**src/sat_bin_pkg.sv**
```systemverilog
`default_nettype none

package sat_bin_pkg;

	// bin geometry
	localparam int NUM_VARS  = 24;
	localparam int NUM_SLOTS = 12;

	// field widths
	localparam int LEVEL_W = 15;
	localparam int LEN_W   = 10;
	localparam int BIN_W   = 10;
	localparam int STATE_W = 30;

	typedef logic [LEVEL_W-1:0] level_t;
	typedef logic [LEN_W-1:0]   len_t;
	typedef logic [BIN_W-1:0]   bin_t;
	typedef logic [STATE_W-1:0] var_state_t;

	// conflict analysis sequence
	typedef enum logic [2:0] {
		AN_IDLE          = 3'd0,
		AN_FIND_CONFLICT = 3'd1,
		AN_ADD_LEARNT    = 3'd2,
		AN_BACKTRACK     = 3'd3,
		AN_DONE          = 3'd4
	} analyze_state_e;

endpackage

`default_nettype wire

```
**src/analyze_ctrl.sv**
```systemverilog
`timescale 1ns/10ps
`default_nettype none

module analyze_ctrl
	import sat_bin_pkg::*;
(
	input  wire  clk,
	input  wire  rst,
	input  wire  apply_analyze_i,
	input  wire  conflict_chg_i,
	input  wire  local_bkt_i,
	output logic capture_o,
	output logic apply_backtrack_o,
	output logic done_analyze_o
);

	analyze_state_e state;
	analyze_state_e state_nxt;

	always_ff @(posedge clk)
	begin
		if (rst)
			state <= AN_IDLE;
		else
			state <= state_nxt;
	end

	always_comb
	begin
		state_nxt = state;
		case (state)
			AN_IDLE:
				if (apply_analyze_i)
					state_nxt = AN_FIND_CONFLICT;
			// wait for the cells to report a conflict
			AN_FIND_CONFLICT:
				if (conflict_chg_i)
					state_nxt = AN_ADD_LEARNT;
			AN_ADD_LEARNT:
				if (local_bkt_i)
					state_nxt = AN_BACKTRACK;
				else
					state_nxt = AN_DONE;
			AN_BACKTRACK:
				state_nxt = AN_DONE;
			AN_DONE:
				state_nxt = AN_IDLE;
			default:
				state_nxt = AN_IDLE;
		endcase
	end

	// slot and level capture strobe
	assign capture_o = (state == AN_ADD_LEARNT);

	always_ff @(posedge clk)
	begin
		if (rst)
		begin
			apply_backtrack_o <= 1'b0;
			done_analyze_o    <= 1'b0;
		end
		else
		begin
			apply_backtrack_o <= (state == AN_BACKTRACK);
			done_analyze_o    <= (state == AN_DONE);
		end
	end

	// every capture leads to one of the two pulses
	a_learnt_exit: assert property (@(posedge clk) disable iff (rst)
		capture_o |-> ##2 (apply_backtrack_o || done_analyze_o));

	a_pulse_excl: assert property (@(posedge clk) disable iff (rst)
		apply_backtrack_o |-> !done_analyze_o ##1 done_analyze_o);

endmodule

`default_nettype wire

```
**src/backtrack_select.sv**
```systemverilog
`timescale 1ns/10ps
`default_nettype none

module backtrack_select
	import sat_bin_pkg::*;
(
	input  wire                clk,
	input  wire                rst,
	input  wire                capture_i,
	input  wire level_t        var_level_i [NUM_VARS],
	input  wire bin_t          var_bin_i [NUM_VARS],
	input  wire [NUM_VARS-1:0] exist_var_not_vbkt_i,
	input  wire bin_t          cur_bin_num_i,
	output logic               local_bkt_o,
	output logic               exist_var_not_vbkt_o,
	output level_t             bkt_lvl_o,
	output bin_t               bkt_bin_num_o
);

	level_t max_lvl;
	bin_t   bin_or;

	always_comb
	begin
		max_lvl = '0;
		bin_or  = '0;
		for (int i = 0; i < NUM_VARS; i++)
		begin
			if (var_level_i[i] > max_lvl)
				max_lvl = var_level_i[i];
			bin_or = bin_or | var_bin_i[i];
		end
	end

	assign exist_var_not_vbkt_o = |exist_var_not_vbkt_i;

	// backtrack stays inside this bin only if every var agrees
	assign local_bkt_o = (bin_or == cur_bin_num_i) && !exist_var_not_vbkt_o;

	always_ff @(posedge clk)
	begin
		if (rst)
		begin
			bkt_lvl_o     <= '0;
			bkt_bin_num_o <= '0;
		end
		else if (capture_i)
		begin
			bkt_lvl_o     <= max_lvl;
			bkt_bin_num_o <= bin_or;
		end
	end

endmodule

`default_nettype wire

```
**src/flag_change_detect.sv**
```systemverilog
`timescale 1ns/10ps
`default_nettype none

module flag_change_detect
	import sat_bin_pkg::*;
(
	input  wire                clk,
	input  wire                rst,
	input  wire                apply_implication_i,
	input  wire [NUM_VARS-1:0] find_imply_i,
	input  wire [NUM_VARS-1:0] find_conflict_i,
	output logic               done_imply_o,
	output logic               conflict_chg_o
);

	logic [NUM_VARS-1:0] imply_pre;
	logic [NUM_VARS-1:0] conflict_pre;
	logic                imply_chg;

	// flag vectors as seen one cycle earlier
	always_ff @(posedge clk)
	begin
		if (rst)
		begin
			imply_pre    <= '0;
			conflict_pre <= '0;
		end
		else
		begin
			imply_pre    <= find_imply_i;
			conflict_pre <= find_conflict_i;
		end
	end

	assign imply_chg      = (find_imply_i != imply_pre);
	assign conflict_chg_o = (find_conflict_i != conflict_pre);

	always_ff @(posedge clk)
	begin
		if (rst)
			done_imply_o <= 1'b0;
		else
			done_imply_o <= apply_implication_i && imply_chg;
	end

	// back-to-back pulses need a fresh change of the imply flags
	a_imply_single: assert property (@(posedge clk) disable iff (rst)
		(done_imply_o && $past(done_imply_o))
			|-> ($past(find_imply_i) != $past(find_imply_i, 2)));

endmodule

`default_nettype wire

```
**src/learnt_slot_select.sv**
```systemverilog
`timescale 1ns/10ps
`default_nettype none

module learnt_slot_select
	import sat_bin_pkg::*;
(
	input  wire                 clk,
	input  wire                 rst,
	input  wire                 capture_i,
	input  wire len_t           clause_len_i [NUM_SLOTS],
	output logic [NUM_SLOTS-1:0] insert_ptr_o
);

	len_t max_l1 [NUM_SLOTS/2];
	len_t max_l2 [NUM_SLOTS/4];
	len_t max_len;
	logic len_over_max;

	// pairwise maximum tree 12 -> 6 -> 3 -> 1
	always_comb
	begin
		for (int i = 0; i < NUM_SLOTS/2; i++)
			max_l1[i] = (clause_len_i[2*i] > clause_len_i[2*i+1]) ?
				clause_len_i[2*i] : clause_len_i[2*i+1];
		for (int i = 0; i < NUM_SLOTS/4; i++)
			max_l2[i] = (max_l1[2*i] > max_l1[2*i+1]) ? max_l1[2*i] : max_l1[2*i+1];
		max_len = max_l2[0];
		for (int i = 1; i < NUM_SLOTS/4; i++)
			if (max_l2[i] > max_len)
				max_len = max_l2[i];
		len_over_max = 1'b0;
		for (int i = 0; i < NUM_SLOTS; i++)
			if (clause_len_i[i] > max_len)
				len_over_max = 1'b1;
	end

	// every slot holding the longest clause
	always_ff @(posedge clk)
	begin
		if (rst)
			insert_ptr_o <= '0;
		else if (capture_i)
		begin
			for (int i = 0; i < NUM_SLOTS; i++)
				insert_ptr_o[i] <= (clause_len_i[i] == max_len);
		end
		else
			insert_ptr_o <= '0;
	end

	// the tree must not miss any slot
	a_ptr_after_capture: assert property (@(posedge clk) disable iff (rst)
		capture_i |-> !len_over_max);

endmodule

`default_nettype wire

```
**src/sat_bin_ctrl.sv**
```systemverilog
`timescale 1ns/10ps
`default_nettype none

module sat_bin_ctrl
	import sat_bin_pkg::*;
(
	input  wire                          clk,
	input  wire                          rst,
	input  wire                          apply_implication_i,
	input  wire                          apply_analyze_i,
	input  wire                          set_vars_states_i,
	input  wire                          get_vars_states_i,
	input  wire [NUM_VARS-1:0]           find_imply_i,
	input  wire [NUM_VARS-1:0]           find_conflict_i,
	input  wire [NUM_VARS-1:0]           exist_var_not_vbkt_i,
	input  wire [NUM_VARS*LEVEL_W-1:0]   var_level_i,
	input  wire [NUM_VARS*BIN_W-1:0]     var_bin_i,
	input  wire bin_t                    cur_bin_num_i,
	input  wire [NUM_SLOTS*LEN_W-1:0]    clause_len_i,
	input  wire var_state_t              vars_states_i,
	output logic                         done_imply_o,
	output logic                         done_analyze_o,
	output logic                         apply_backtrack_o,
	output logic                         exist_var_not_vbkt_o,
	output logic [NUM_SLOTS-1:0]         insert_ptr_o,
	output level_t                       bkt_lvl_o,
	output bin_t                         bkt_bin_num_o,
	output var_state_t                   vars_states_o
);

	level_t var_level [NUM_VARS];
	bin_t   var_bin [NUM_VARS];
	len_t   clause_len [NUM_SLOTS];
	logic   conflict_chg;
	logic   capture;
	logic   local_bkt;

	// element k sits at the k-th slice from the lsb
	for (genvar k = 0; k < NUM_VARS; k++)
	begin : g_var
		assign var_level[k] = var_level_i[k*LEVEL_W +: LEVEL_W];
		assign var_bin[k]   = var_bin_i[k*BIN_W +: BIN_W];
	end

	for (genvar k = 0; k < NUM_SLOTS; k++)
	begin : g_slot
		assign clause_len[k] = clause_len_i[k*LEN_W +: LEN_W];
	end

	flag_change_detect u_flag_change_detect (
		.clk                 (clk),
		.rst                 (rst),
		.apply_implication_i (apply_implication_i),
		.find_imply_i        (find_imply_i),
		.find_conflict_i     (find_conflict_i),
		.done_imply_o        (done_imply_o),
		.conflict_chg_o      (conflict_chg)
	);

	analyze_ctrl u_analyze_ctrl (
		.clk               (clk),
		.rst               (rst),
		.apply_analyze_i   (apply_analyze_i),
		.conflict_chg_i    (conflict_chg),
		.local_bkt_i       (local_bkt),
		.capture_o         (capture),
		.apply_backtrack_o (apply_backtrack_o),
		.done_analyze_o    (done_analyze_o)
	);

	learnt_slot_select u_learnt_slot_select (
		.clk          (clk),
		.rst          (rst),
		.capture_i    (capture),
		.clause_len_i (clause_len),
		.insert_ptr_o (insert_ptr_o)
	);

	backtrack_select u_backtrack_select (
		.clk                  (clk),
		.rst                  (rst),
		.capture_i            (capture),
		.var_level_i          (var_level),
		.var_bin_i            (var_bin),
		.exist_var_not_vbkt_i (exist_var_not_vbkt_i),
		.cur_bin_num_i        (cur_bin_num_i),
		.local_bkt_o          (local_bkt),
		.exist_var_not_vbkt_o (exist_var_not_vbkt_o),
		.bkt_lvl_o            (bkt_lvl_o),
		.bkt_bin_num_o        (bkt_bin_num_o)
	);

	var_state_chain u_var_state_chain (
		.clk               (clk),
		.rst               (rst),
		.set_vars_states_i (set_vars_states_i),
		.get_vars_states_i (get_vars_states_i),
		.vars_states_i     (vars_states_i),
		.vars_states_o     (vars_states_o)
	);

endmodule

`default_nettype wire

```
**src/var_state_chain.sv**
```systemverilog
`timescale 1ns/10ps
`default_nettype none

module var_state_chain
	import sat_bin_pkg::*;
(
	input  wire             clk,
	input  wire             rst,
	input  wire             set_vars_states_i,
	input  wire             get_vars_states_i,
	input  wire var_state_t vars_states_i,
	output var_state_t      vars_states_o
);

	var_state_t stage [NUM_VARS];
	logic       shift;

	// save and restore both move the chain one step
	assign shift = set_vars_states_i || get_vars_states_i;

	always_ff @(posedge clk)
	begin
		if (rst)
		begin
			for (int i = 0; i < NUM_VARS; i++)
				stage[i] <= '0;
		end
		else if (shift)
		begin
			for (int i = 0; i < NUM_VARS-1; i++)
				stage[i] <= stage[i+1];
			stage[NUM_VARS-1] <= vars_states_i;
		end
	end

	assign vars_states_o = stage[0];

endmodule

`default_nettype wire

```
**config.mk**
```make
export PLATFORM = sky130hd
export DESIGN_NAME = sat_bin_ctrl
export DESIGN_NICKNAME = d
export VERILOG_FILES = /design/src/sat_bin_pkg.sv /design/src/analyze_ctrl.sv /design/src/backtrack_select.sv /design/src/flag_change_detect.sv /design/src/learnt_slot_select.sv /design/src/sat_bin_ctrl.sv /design/src/var_state_chain.sv
export SDC_FILE = /design/constraint.sdc
export NUM_CORES = 2
export LEC_CHECK = 0
export BUFFER_PORTS_ARGS = -buffer_cell sky130_fd_sc_hd__buf_2
export CORE_AREA = 2 2 357 359
export DETAILED_ROUTE_END_ITERATION = 8
export DIE_AREA = 0 0 359 361
export GPL_TIMING_DRIVEN = 0
export PLACE_DENSITY = 0.77
export SETUP_SLACK_MARGIN = 0.2
export SYNTH_ARGS = -nofsm -noshare
export SYNTH_HDL_FRONTEND = slang
export SYNTH_HIERARCHICAL = 1
export SYNTH_SLANG_ARGS = --single-unit
```
**constraint.sdc**
```tcl
create_clock -name clk -period 72.6 [get_ports clk]
set_input_delay 3.63 -clock clk [delete_from_list [all_inputs] [get_ports clk]]
set_output_delay 3.63 -clock clk [all_outputs]
set_load 0.05 [all_outputs]
```
==> results.py <==
metrics = {
    "worst_setup_path": {
        "worstPathRequired_ns": 73.14,
        "crit_arrival_ns": 68.48,
        "crit_type": "input pin to register",
        "rrSetupSlack_ns": 68.22,
        "path_common_cell": "ha_1",
        "cp_slowest_cell": "or4_1",
        "critPathCaptureType": "register",
        "crit_fanout": 10,
        "startpoint_type": "input pin",
        "cpPeakStageDelay_ns": 0.60,
    },
    "yosys": {
        "synth_flop_cell": "edfxtp_1",
        "synth_top_area_share": 0.372,
        "synth.largest_area_cell": "edfxtp_1",
        "yosysSeqAreaShare": 0.404,
        "yosys-top-cells-area": "edfxtp_1 37%, ha_1 6.8%, and2_1 6.3%",
        "synth_nets": 7037,
        "syn_inst": 5883,
        "syn_area_sq_mm": 0.0581,
        "synth_seq_cells": 811,
        "yosys_warnings": 6,
        "synth_cell_types": 166,
        "async_flop_share": 0,
        "avgSynthCellArea_sq_um": 9.87,
        "synth_edf_count": 720,
    },
    "placement": {
        "portBuffers": 879,
        "place_congestion": 1.07,
        "dpl_cell_area_sq_mm": 0.0648,
        "hpwl_um": 170000,
    },
    "layout": {
        "utilization": 0.539,
        "layout_common_cells": "903 x buf_2, 720 x edfxtp_1, 587 x and2_1",
        "syn2layout_area_growth_pct": 16.5,
        "layout_commonest_cell": "buf_2",
        "drive_gt1_frac": 0.218,
        "design_area_sq_mm": 0.0676,
        "nets": 8007,
    },
    "timing": {
        "timing.slew.headroom": 0.0235,
        "tightest_slew_ns": 1.46,
        "setup_violations": 0,
        "period_share": 0.936,
        "maxSlewViolCount": 0,
        "finClkSkew_ns": 0.0183,
        "min_period_ns": 67.93,
        "setup_tns_ns": 0,
        "fmax_mhz": 14.7,
        "hold_viol": 0,
        "rsz0062_at_grt": "false",
        "fin_hold_ws_ns": 0.489,
    },
    "drt": {
        "viasPerCell": 5.96,
        "drtPass1Iterations": 9,
        "drc_errors": 0,
        "wl_per_cell_um": 24.0,
        "antenna_left": 0,
        "vias": 51745,
        "drt_iter0_markers": 4635,
        "drt_wl_total_um": 208000,
    },
    "global_routing": {
        "overflow": 0,
        "grt_pass1_vias": 49264,
        "antenna_found_initial": 169,
        "grt_max_degree": 80,
        "track_usage": 0.308,
        "grt_pass1_wl_um": 302000,
    },
    "floorplan": {
        "fp.dieH_um": 361,
        "rows": 130,
        "io_pins": 909,
        "die_area_sq_mm": 0.130,
        "start_util": 0.463,
        "die_x_um": 359,
        "design.core.area_sq_mm": 0.125,
    },
    "outcome": {
        "status": "finished clean",
    },
    "clocking": {
        "cts_tree": "built",
        "cts-root-buf": "clkbuf_16",
        "clk_pin_slew_ns": 0.07,
        "htree_levels": 3,
        "cts_hold_buf": 0,
        "cts.sinks": 811,
        "clock_latency_ns": 0.63,
        "cts_buffer_depth": 3,
        "cts-buffers-inserted": 77,
    },
    "worst_hold_path": {
        "hold_path.class": "register to register",
    },
    "flow_run": {
        "cap_violations": 0,
    },
}
routing by layer:
| metal | routed length (um) | GRT usage | vias to the layer above |
|---|---|---|---|
| met4 | 20700 | 0.256 | 34 |
| met3 | 15600 | 0.0631 | 781 |
| met1 | 73700 | 0.332 | 24356 |
| met5 | 219 | 0 | - |
| li1 | - | - | 23962 |
| met2 | 97800 | 0.523 | 2612 |
final timing paths:
| path | startpoint | endpoint | depth (start not counted) |
|---|---|---|---|
| min | u_backtrack_select/bkt_bin_num_o[2] | u_backtrack_select/bkt_bin_num_o[2] | 2 |
| max | var_level_i[14] | u_backtrack_select/bkt_lvl_o[11] | 279 |
| min reg2reg | u_backtrack_select/bkt_bin_num_o[2] | u_backtrack_select/bkt_bin_num_o[2] | 2 |
| max reg2reg | u_analyze_ctrl/state[1] | u_learnt_slot_select/insert_ptr_o[9] | 9 |
worst max-delay path, delay by kind of cell:
kind                     cells  cell delay [ns]
AND/OR/NAND/NOR            102            19.76
multiplexers                 9             2.96
AO/OA/AOI/OAI               92            23.22
adder cells (fa/ha/maj)     23             7.24
buffers and inverters       53            11.52
cells by family after synthesis:
group,synth area share
multiplexers,0.0300
XOR/XNOR,0.0331
adder cells (fa/ha/maj),0.0729
AND/OR/NAND/NOR,0.223
buffers and inverters,0.0567
AO/OA/AOI/OAI,0.180
flip-flops,0.404
area by class of cell:
| cell class | instances | area, sq um |
|---|---|---|
| Timing Repair Buffer | 891 | 4670 |
| Clock inverter | 46 | 410 |
| Inverter | 332 | 1250 |
| Buffer | 278 | 2050 |
| Multi-Input combinational cell | 4462 | 31400 |
| Fill cell | 11286 | 57800 |
| Tap cell | 1650 | 2060 |
| Antenna cell | 124 | 310 |
| Clock buffer | 93 | 2030 |
| Sequential cell | 811 | 23400 |
Yosys cell counts (103+ instances only):
cell type	number
and2_1	587
nand2_1	405
nor2_1	314
nor2b_1	250
edfxtp_1	720
nor4_1	111
xnor2_1	167
nand4_1	103
a21oi_1	288
inv_1	331
ha_1	316
o21ai_0	245
nand3_1	167
flip-flops by register name, indices dropped and copies added, names as in the netlist:
| name | flops |
|---|---|
| u_var_state_chain/stage | 720 |
| u_flag_change_detect/conflict_pre | 24 |
| u_flag_change_detect/imply_pre | 24 |
| u_backtrack_select/bkt_lvl_o | 15 |
| u_learnt_slot_select/insert_ptr_o | 12 |
| u_backtrack_select/bkt_bin_num_o | 10 |
| u_analyze_ctrl/state | 3 |
| u_analyze_ctrl/apply_backtrack_o | 1 |
| u_analyze_ctrl/done_analyze_o | 1 |
| u_flag_change_detect/done_imply_o | 1 |
timing repair:
action                                  in CTS  in global routing
gates resized for setup                      0                  6
buffers inserted                             0                  2
endpoints found under the setup margin       0                 15
through the flow:
stage               instances  setup WS, ns
finish                   8687          4.67
global route             8665         0.326
CTS                      8561          4.88
detailed placement       8422          4.43
global placement         8412          5.02
floorplan                5883         17.81
Power is left out: the tool's default activity adds up to more than one toggle a clock period on the data nets, which glitch-free logic cannot reach.
